[config.mk]
export PLATFORM = sky130hd
export DESIGN_NAME = pdec_wrap
export DESIGN_NICKNAME = d
export VERILOG_FILES = /design/src/common/pdec_cfg_pkg.sv /design/src/common/pdec_mem_pkg.sv /design/src/sram/pdec_para_sram.sv /design/src/sram/pdec_sram_arb.sv /design/src/hdl/pdec_para_fetch.sv /design/src/apb_regs/pdec_apb_regs.sv /design/src/hdl/pdec_wrap.sv
export SDC_FILE = /design/constraint.sdc
export NUM_CORES = 2
export LEC_CHECK = 0
export BUFFER_PORTS_ARGS = -buffer_cell sky130_fd_sc_hd__buf_4
export CORE_MARGIN = 3
export CORE_UTILIZATION = 50
export DETAILED_ROUTE_END_ITERATION = 12
export PLACE_DENSITY_LB_ADDON = 0.3
export RECOVER_POWER = 100
export SLEW_MARGIN = 15
export SYNTH_ARGS = -nofsm -noshare
export SYNTH_HDL_FRONTEND = slang
export SYNTH_HIERARCHICAL = 1
export SYNTH_MEMORY_MAX_BITS = 65536
export SYNTH_SLANG_ARGS = --single-unit
[constraint.sdc]
create_clock -name clk -period 5.3 [get_ports clk]
set_input_delay 0.53 -clock clk [delete_from_list [all_inputs] [get_ports clk]]
set_output_delay 0.53 -clock clk [all_outputs]
set_load 0.005 [all_outputs]
[src/common/pdec_cfg_pkg.sv]
// Register map, version constant and parameter field types of the
// polar decoder front end. Used by scoped names from the APB block and the fetch.
`default_nettype none

package pdec_cfg_pkg;

  localparam logic [31:0] PDEC_CFG_VER = 32'h0000_0000;

  // ==================================================
  // apb register map
  // ==================================================
  typedef logic [7:0] reg_off_t;

  localparam reg_off_t OFF_VERSION   = 8'h00;
  localparam reg_off_t OFF_CTRL      = 8'h04;
  localparam reg_off_t OFF_STATUS    = 8'h08;
  localparam reg_off_t OFF_PARA_BASE = 8'h0C;
  localparam reg_off_t OFF_PARAM_N   = 8'h10;
  localparam reg_off_t OFF_PARAM_A   = 8'h14;
  localparam reg_off_t OFF_PARAM_K   = 8'h18;

  // ==================================================
  // parameter fields
  // ==================================================
  typedef logic [7:0] param_k_t;
  typedef logic [2:0] param_n_t;
  typedef logic [1:0] word_idx_t;

  localparam int FETCH_WORDS = 3;

  // word order in the parameter memory
  localparam word_idx_t IDX_N = 2'd0;
  localparam word_idx_t IDX_A = 2'd1;
  localparam word_idx_t IDX_K = 2'd2;

  typedef struct packed {
    logic        valid;
    word_idx_t   idx;
    logic [31:0] data;
  } fetch_word_t;

endpackage

`default_nettype wire

[src/common/pdec_mem_pkg.sv]
// Widths and request structs of the shared parameter SRAM.
// Used by scoped names from the top, the arbiter, the fetch and the memory.
`default_nettype none

package pdec_mem_pkg;

  typedef logic [12:0] sram_addr_t;
  typedef logic [31:0] sram_data_t;
  typedef logic [7:0]  para_addr_t;

  localparam int PARA_NUM_DEF = 155;

  // host strobe port, write and read may be set together
  typedef struct packed {
    logic       wen;
    sram_addr_t waddr;
    sram_data_t wdata;
    logic       ren;
    sram_addr_t raddr;
  } host_req_t;

  // single port towards the memory
  typedef struct packed {
    logic       en;
    logic       we;
    para_addr_t addr;
    sram_data_t wdata;
  } mem_req_t;

  typedef struct packed {
    logic       ren;
    para_addr_t addr;
  } fetch_req_t;

endpackage

`default_nettype wire

[src/sram/pdec_para_sram.sv]
// Single-port parameter memory with a registered read.
// Addresses at or above DEPTH are ignored on write and read back as 0.
`timescale 1ns/1ps
`default_nettype none

module pdec_para_sram #(
  parameter int DEPTH = pdec_mem_pkg::PARA_NUM_DEF
) (
  input  logic                     clk,
  input  pdec_mem_pkg::mem_req_t   mem_req,
  output pdec_mem_pkg::sram_data_t rdata
);

  pdec_mem_pkg::sram_data_t mem [DEPTH];
  logic                     in_range;

  assign in_range = (int'(mem_req.addr) < DEPTH);

  always_ff @(posedge clk) begin
    if (mem_req.en) begin
      if (mem_req.we) begin
        if (in_range) begin
          mem[mem_req.addr] <= mem_req.wdata;
        end
      end else begin
        rdata <= in_range ? mem[mem_req.addr] : '0;
      end
    end
  end

endmodule

`default_nettype wire

[src/sram/pdec_sram_arb.sv]
// Fixed-priority arbiter on the parameter SRAM port. The host always wins,
// fetch reads go only in idle host cycles. Read data is routed to its owner.
`timescale 1ns/1ps
`default_nettype none

module pdec_sram_arb (
  input  logic                     clk,
  input  logic                     arst_n,
  input  pdec_mem_pkg::host_req_t  host_req,
  input  pdec_mem_pkg::fetch_req_t fetch_req,
  input  pdec_mem_pkg::sram_data_t mem_rdata,
  output pdec_mem_pkg::mem_req_t   mem_req,
  output logic                     fetch_gnt,
  output pdec_mem_pkg::sram_data_t fetch_rdata,
  output pdec_mem_pkg::sram_data_t host_rdata
);

  logic host_rd;
  logic rd_vld;
  logic rd_host;

  // write beats read on the host side
  assign host_rd   = host_req.ren & ~host_req.wen;
  assign fetch_gnt = fetch_req.ren & ~host_req.wen & ~host_req.ren;

  always_comb begin
    mem_req = '0;
    if (host_req.wen) begin
      mem_req.en    = 1'b1;
      mem_req.we    = 1'b1;
      mem_req.addr  = host_req.waddr[7:0];
      mem_req.wdata = host_req.wdata;
    end else if (host_req.ren) begin
      mem_req.en   = 1'b1;
      mem_req.addr = host_req.raddr[7:0];
    end else if (fetch_gnt) begin
      mem_req.en   = 1'b1;
      mem_req.addr = fetch_req.addr;
    end
  end

  // owner of the read in flight
  always_ff @(posedge clk or negedge arst_n) begin
    if (!arst_n) begin
      rd_vld  <= 1'b0;
      rd_host <= 1'b0;
    end else begin
      rd_vld  <= host_rd | fetch_gnt;
      rd_host <= host_rd;
    end
  end

  // held until the next host read
  always_ff @(posedge clk) begin
    if (rd_vld && rd_host) begin
      host_rdata <= mem_rdata;
    end
  end

  assign fetch_rdata = (rd_vld && !rd_host) ? mem_rdata : '0;

endmodule

`default_nettype wire

[src/hdl/pdec_para_fetch.sv]
// Fetch engine: after a start pulse reads N, A and K from base, base+1, base+2.
// Requests wait for a grant; returned words are tagged with their index.
`timescale 1ns/1ps
`default_nettype none

module pdec_para_fetch (
  input  logic                      clk,
  input  logic                      arst_n,
  input  logic                      para_st,
  input  pdec_mem_pkg::para_addr_t  para_base,
  input  logic                      fetch_gnt,
  input  pdec_mem_pkg::sram_data_t  fetch_rdata,
  output pdec_mem_pkg::fetch_req_t  fetch_req,
  output logic                      busy,
  output pdec_cfg_pkg::fetch_word_t fetch_word
);

  typedef enum logic [1:0] {
    ST_IDLE,
    ST_READ,
    ST_LAST
  } state_t;

  state_t                   state;
  pdec_cfg_pkg::word_idx_t  cnt;
  pdec_cfg_pkg::word_idx_t  rtn_idx;
  pdec_mem_pkg::para_addr_t base_q;
  logic                     rtn_vld;
  logic                     last_gnt;

  assign last_gnt = fetch_gnt &&
                    (cnt == pdec_cfg_pkg::word_idx_t'(pdec_cfg_pkg::FETCH_WORDS - 1));
  assign busy     = (state != ST_IDLE);

  assign fetch_req  = '{ren:  (state == ST_READ),
                        addr: base_q + pdec_mem_pkg::para_addr_t'(cnt)};
  // data comes back one cycle after the grant
  assign fetch_word = '{valid: rtn_vld, idx: rtn_idx, data: fetch_rdata};

  always_ff @(posedge clk or negedge arst_n) begin
    if (!arst_n) begin
      state   <= ST_IDLE;
      cnt     <= '0;
      rtn_vld <= 1'b0;
      rtn_idx <= '0;
    end else begin
      rtn_vld <= fetch_gnt;
      if (fetch_gnt) begin
        rtn_idx <= cnt;
      end
      case (state)
        ST_IDLE: begin
          if (para_st) begin
            state <= ST_READ;
            cnt   <= '0;
          end
        end
        ST_READ: begin
          if (fetch_gnt) begin
            cnt <= cnt + 2'd1;
          end
          if (last_gnt) begin
            state <= ST_LAST;
          end
        end
        // last word returning
        ST_LAST: state <= ST_IDLE;
        default: state <= ST_IDLE;
      endcase
    end
  end

  // base held for the whole fetch
  always_ff @(posedge clk) begin
    if ((state == ST_IDLE) && para_st) begin
      base_q <= para_base;
    end
  end

endmodule

`default_nettype wire

[src/apb_regs/pdec_apb_regs.sv]
// APB slave holding control, status, base address and the fetched parameters.
// Zero wait states; writes land on the access edge, reads are combinational.
`timescale 1ns/1ps
`default_nettype none

module pdec_apb_regs (
  input  logic                      clk,
  input  logic                      arst_n,
  input  logic                      psel,
  input  logic                      penable,
  input  logic                      pwrite,
  input  logic [31:0]               paddr,
  input  logic [31:0]               pwdata,
  input  logic                      busy,
  input  pdec_cfg_pkg::fetch_word_t fetch_word,
  output logic [31:0]               prdata,
  output logic                      pready,
  output logic                      pslverr,
  output logic                      para_st,
  output pdec_mem_pkg::para_addr_t  para_base,
  output logic                      pdec_int
);

  pdec_cfg_pkg::reg_off_t off;
  pdec_cfg_pkg::param_n_t param_n;
  pdec_cfg_pkg::param_k_t param_a;
  pdec_cfg_pkg::param_k_t param_k;
  logic                   access;
  logic                   hi_zero;
  logic                   mapped;
  logic                   writable;
  logic                   wr_en;
  logic                   int_en;
  logic                   done;
  logic [31:0]            rd_data;

  // ==================================================
  // address decode
  // ==================================================
  assign off     = paddr[7:0];
  assign access  = psel & penable;
  assign hi_zero = (paddr[31:8] == '0);

  always_comb begin
    mapped   = 1'b1;
    writable = 1'b0;
    rd_data  = '0;
    case (off)
      pdec_cfg_pkg::OFF_VERSION: rd_data = pdec_cfg_pkg::PDEC_CFG_VER;
      pdec_cfg_pkg::OFF_CTRL: begin
        writable = 1'b1;
        // start always reads back as 0
        rd_data  = {30'd0, int_en, 1'b0};
      end
      pdec_cfg_pkg::OFF_STATUS: begin
        writable = 1'b1;
        rd_data  = {30'd0, busy, done};
      end
      pdec_cfg_pkg::OFF_PARA_BASE: begin
        writable = 1'b1;
        rd_data  = {24'd0, para_base};
      end
      pdec_cfg_pkg::OFF_PARAM_N: rd_data = {29'd0, param_n};
      pdec_cfg_pkg::OFF_PARAM_A: rd_data = {24'd0, param_a};
      pdec_cfg_pkg::OFF_PARAM_K: rd_data = {24'd0, param_k};
      default: mapped = 1'b0;
    endcase
  end

  assign pready  = 1'b1;
  assign pslverr = access & (~hi_zero | ~mapped | (pwrite & ~writable));
  assign prdata  = hi_zero ? rd_data : '0;
  assign wr_en   = access & pwrite & hi_zero & writable;

  // ==================================================
  // control registers
  // ==================================================
  always_ff @(posedge clk or negedge arst_n) begin
    if (!arst_n) begin
      int_en    <= 1'b0;
      para_base <= '0;
      para_st   <= 1'b0;
    end else begin
      para_st <= wr_en && (off == pdec_cfg_pkg::OFF_CTRL) && pwdata[0];
      if (wr_en && (off == pdec_cfg_pkg::OFF_CTRL)) begin
        int_en <= pwdata[1];
      end
      if (wr_en && (off == pdec_cfg_pkg::OFF_PARA_BASE)) begin
        para_base <= pwdata[7:0];
      end
    end
  end

  // set wins over a clear in the same cycle
  always_ff @(posedge clk or negedge arst_n) begin
    if (!arst_n) begin
      done     <= 1'b0;
      pdec_int <= 1'b0;
    end else begin
      if (fetch_word.valid && (fetch_word.idx == pdec_cfg_pkg::IDX_K)) begin
        done <= 1'b1;
      end else if (wr_en && (off == pdec_cfg_pkg::OFF_STATUS) && pwdata[0]) begin
        done <= 1'b0;
      end
      pdec_int <= done & int_en;
    end
  end

  // fetched words
  always_ff @(posedge clk or negedge arst_n) begin
    if (!arst_n) begin
      param_n <= '0;
      param_a <= '0;
      param_k <= '0;
    end else if (fetch_word.valid) begin
      case (fetch_word.idx)
        pdec_cfg_pkg::IDX_N: param_n <= fetch_word.data[2:0];
        pdec_cfg_pkg::IDX_A: param_a <= fetch_word.data[7:0];
        pdec_cfg_pkg::IDX_K: param_k <= fetch_word.data[7:0];
        default: ;
      endcase
    end
  end

endmodule

`default_nettype wire

[src/hdl/pdec_wrap.sv]
// Top of the decoder parameter front end: APB registers, fetch engine,
// arbiter and parameter SRAM. PARA_NUM sets the memory depth.
`timescale 1ns/1ps
`default_nettype none

module pdec_wrap #(
  parameter int PARA_NUM = pdec_mem_pkg::PARA_NUM_DEF
) (
  input  logic                     clk,
  input  logic                     arst_n,
  input  logic                     pdec_psel,
  input  logic                     pdec_penable,
  input  logic                     pdec_pwrite,
  input  logic [31:0]              pdec_paddr,
  input  logic [31:0]              pdec_pwdata,
  output logic [31:0]              pdec_prdata,
  output logic                     pdec_pready,
  output logic                     pdec_pslverr,
  input  logic                     pdec_sram_wen,
  input  pdec_mem_pkg::sram_addr_t pdec_sram_waddr,
  input  pdec_mem_pkg::sram_data_t pdec_sram_wdata,
  input  logic                     pdec_sram_ren,
  input  pdec_mem_pkg::sram_addr_t pdec_sram_raddr,
  output pdec_mem_pkg::sram_data_t pdec_sram_rdata,
  output logic                     pdec_int
);

  pdec_mem_pkg::host_req_t   host_req;
  pdec_mem_pkg::fetch_req_t  fetch_req;
  pdec_mem_pkg::mem_req_t    mem_req;
  pdec_mem_pkg::sram_data_t  mem_rdata;
  pdec_mem_pkg::sram_data_t  fetch_rdata;
  pdec_mem_pkg::para_addr_t  para_base;
  pdec_cfg_pkg::fetch_word_t fetch_word;
  logic                      fetch_gnt;
  logic                      para_st;
  logic                      busy;

  assign host_req = '{wen:   pdec_sram_wen,
                      waddr: pdec_sram_waddr,
                      wdata: pdec_sram_wdata,
                      ren:   pdec_sram_ren,
                      raddr: pdec_sram_raddr};

  pdec_apb_regs u_pdec_apb_regs (
    .clk        (clk),
    .arst_n     (arst_n),
    .psel       (pdec_psel),
    .penable    (pdec_penable),
    .pwrite     (pdec_pwrite),
    .paddr      (pdec_paddr),
    .pwdata     (pdec_pwdata),
    .busy       (busy),
    .fetch_word (fetch_word),
    .prdata     (pdec_prdata),
    .pready     (pdec_pready),
    .pslverr    (pdec_pslverr),
    .para_st    (para_st),
    .para_base  (para_base),
    .pdec_int   (pdec_int)
  );

  pdec_para_fetch u_pdec_para_fetch (
    .clk         (clk),
    .arst_n      (arst_n),
    .para_st     (para_st),
    .para_base   (para_base),
    .fetch_gnt   (fetch_gnt),
    .fetch_rdata (fetch_rdata),
    .fetch_req   (fetch_req),
    .busy        (busy),
    .fetch_word  (fetch_word)
  );

  pdec_sram_arb u_pdec_sram_arb (
    .clk         (clk),
    .arst_n      (arst_n),
    .host_req    (host_req),
    .fetch_req   (fetch_req),
    .mem_rdata   (mem_rdata),
    .mem_req     (mem_req),
    .fetch_gnt   (fetch_gnt),
    .fetch_rdata (fetch_rdata),
    .host_rdata  (pdec_sram_rdata)
  );

  pdec_para_sram #(
    .DEPTH (PARA_NUM)
  ) u_pdec_para_sram (
    .clk     (clk),
    .mem_req (mem_req),
    .rdata   (mem_rdata)
  );

endmodule

`default_nettype wire

==> flow_summary_export.csv <==
group,metric,value,unit
clocking,cts_sinks,5072,
min_path,holdPathStages,5,
setup_path,cp-end-kind,"flop",
clocking,cts_root_buf,"clkbuf_16",
clocking,insertion_delay,1.02,ns
setup_path,r2r-start,"u_pdec_para_fetch/cnt[1]",
sta,min_period_over_period,100.3,%
setup_path,worstSetupStartpointType,"flop",
logic_synthesis,ys_warn_count,6,
min_path,holdPathEnd,"u_pdec_apb_regs/para_st",
setup_path,slowest_stage,"a21oi_4",
floorplanning,core_area,0.3865,sq mm
final_layout,utilization,57.15,%
sta,final.setup.worst_slack,-0.01353,ns
sta,rsz0062_at_grt,"no",
setup_path,crit_type,"reg -> reg",
floorplanning,dieWidth,629.8,um
setup_path,required,5.92,ns
detailed_routing,dr.pass1.iters,6,
sta,layout_min_cycle_time,5.314,ns
min_path,min_path_type,"in -> reg",
place,portBuffers,136,
final_layout,drive_above_1_share,29.66,%
place,place_congestion,0.9115,
sta,clock_skew,0.1006,ns
logic_synthesis,avgSynthCellArea,23.06,sq um
sta,hold_viol_final,0,
final_layout,fillers,27264,
min_path,min-delay-start,"pdec_paddr[6]",
floorplanning,die-area,0.3966,sq mm
global_routing,grt_max_degree,156,
power_and_ir_drop,powerDensity,405.7,mW/mm^2
final_layout,final_nets,9273,
global_routing,grtUsageMet2,40.28,%
sta,worstMarginPinSlew,4.603,ns
setup_path,cp.arrival,5.94,ns
logic_synthesis,netlist_area,0.1946,sq mm
setup_path,critPathMaxStageDelay,0.58,ns
sta,fmax,0.1882,GHz
setup_path,critical_path.cell_chain,"ha_1 > a21o_1 > nand2_1 > xnor2_1 > nand3b_1 > a21oi_4 > buf_12 > buf_4 > mux2_2 > a22oi_1 > nand2_1 > nand3_1 > a41oi_1",
detailed_routing,num_vias,95553,
detailed_routing,drt-initial-drc-count,13658,
logic_synthesis,synthCells,8438,
global_routing,antenna_found_initial,39,
flow_run,maxCapViolations,44,
detailed_routing,ant_nets,0,
floorplanning,io_pins,196,
floorplanning,initial_utilization,50.33,%
sta,maxSlewViolCount,2991,
power_and_ir_drop,leakagePower,69.85,nW
sta,setup_viol,1,
global_routing,grt_pass1_vias,95447,
place,dp.final_hpwl,298200,um
clocking,cts_tree,"yes",
setup_path,crit_top_cell,"nand2_1",
final_layout,syn2layout_area_growth,13.55,%
detailed_routing,drcViolationCount,0,
floorplanning,rows,228,
final_layout,final_common_cell,"edfxtp_1",
setup_path,worst_r2r_path_depth,13,
power_and_ir_drop,peakVddDrop,322.1,uV
global_routing,gr-total-overflow,0,
global_routing,use_met1,36.35,%
clocking,clk_pin_slew,0.07,ns
global_routing,grt_use_met3,7.351,%
global_routing,grt_pass1_wl,733900,um
clocking,cts_max_path_buffers,4,
setup_path,r2r_setup_slack,-0.01,ns
detailed_routing,avgRoutedWirePerCell,35.43,um
global_routing,grt.busiest_layer,"met2",
final_layout,final_cell_mix,"edfxtp_1 (5,032), mux4_2 (1,289), clkbuf_16 (486)",
global_routing,track_usage,26.17,%
final_layout,final-instance-count-excl-fill,14744,
run_status,violations,"max-capacitance violations, max-slew violations, negative setup slack",
floorplanning,die_h,629.8,um
clocking,post_cts_buffers,0,
detailed_routing,viasPerCell,6.481,
setup_path,rr_endpoint,"u_pdec_para_sram/rdata[2]",
place,dp_cells,13810,
detailed_routing,routed_wl,522400,um
run_status,status,"finished, violations left",
setup_path,cp_max_fo,22,
clocking,cts-buffers-inserted,482,
power_and_ir_drop,p_total,89.62,mW
clocking,h-tree-depth,5,
sta,slew_headroom,-206.9,%
sta,fin_tns_setup,-0.01353,ns
-- routing by layer --
metal,vias to the layer above,part of all wire (%)
met5,-,0.012
met4,10,4.1
li1,37449,-
met1,51268,37
met3,924,12
met2,5902,46
-- worst max-delay path by stage --
stage / slack, ns / endpoint / from
final: -0.01 / u_pdec_para_sram/rdata[2] / u_pdec_para_fetch/cnt[1]
after global routing: 0.0003 / u_pdec_para_sram/rdata[2] / u_pdec_para_fetch/cnt[0]
after CTS: 0.31 / u_pdec_para_sram/rdata[2] / u_pdec_para_fetch/cnt[0]
after detailed placement: 0.33 / u_pdec_para_sram/rdata[2] / u_pdec_para_fetch/cnt[0]
after global placement: 0.38 / u_pdec_para_sram/rdata[18] / u_pdec_para_fetch/cnt[0]
after floorplan: 0.42 / u_pdec_para_sram/mem[131][0] / u_pdec_para_fetch/cnt[0]
-- critical path: cells and delay by family, from the launching register on --
family,cells,cell delay [ns]
XOR/XNOR,1,0.12
multiplexers,1,0.39
flip-flops,1,0.48
adder cells (fa/ha/maj),1,0.35
AND/OR/NAND/NOR,4,0.92
AO/OA/AOI/OAI,4,1.71
buffers and inverters,2,0.87
-- stage by stage --
stage | setup slack, ns | hold WS, ns | area, sq um
after global routing | 0.0003473 | 0.1030 | 220900
final | -0.01353 | 0.1026 | 220900
after global placement | 0.3795 | 0.4141 | 206600
after floorplan | 0.4166 | 0.2344 | 194600
after CTS | 0.3065 | 0.03057 | 222500
after detailed placement | 0.3326 | 0.4091 | 206600
-- what timing repair did --
action,in CTS,in global routing
resized for setup,0,1
endpoints found under the hold margin,78,0
hold buffers,19,0
setup endpoints to repair,0,1
-- power by group --
group / total [mW] / internal [mW] / switching (mW) / leakage (nW)
sequential: 44.6 / 44.4 / 0.196 / 46.5
combinational: 10.9 / 4.42 / 6.47 / 15.8
clock: 34.1 / 19.3 / 14.8 / 7.61
total: 89.6 / 68.2 / 21.4 / 69.9
-- sequential cells by signal, indices dropped and copies added (netlist names), 3 cells and up --
| signal | count |
|---|---|
| u_pdec_para_sram/mem | 4960 |
| u_pdec_para_sram/rdata | 32 |
| u_pdec_sram_arb/host_rdata | 32 |
| u_pdec_apb_regs/para_base | 8 |
| u_pdec_apb_regs/param_a | 8 |
| u_pdec_apb_regs/param_k | 8 |
| u_pdec_para_fetch/base_q | 8 |
| u_pdec_apb_regs/param_n | 3 |
-- cell type report --
cell class,count,area [sq um],share of cell area [%]
multi-input cells,2877,40790,18.46
well taps,5175,6475,2.931
diodes,19,47.55,0.02152
repair buffers,700,5803,2.627
inverters,7,27.53,0.01246
clock buffers,579,12510,5.663
flip-flops and latches,5072,152100,68.85
clock inverters,315,3164,1.432
Note: power is estimated with default switching activity, not from simulation.
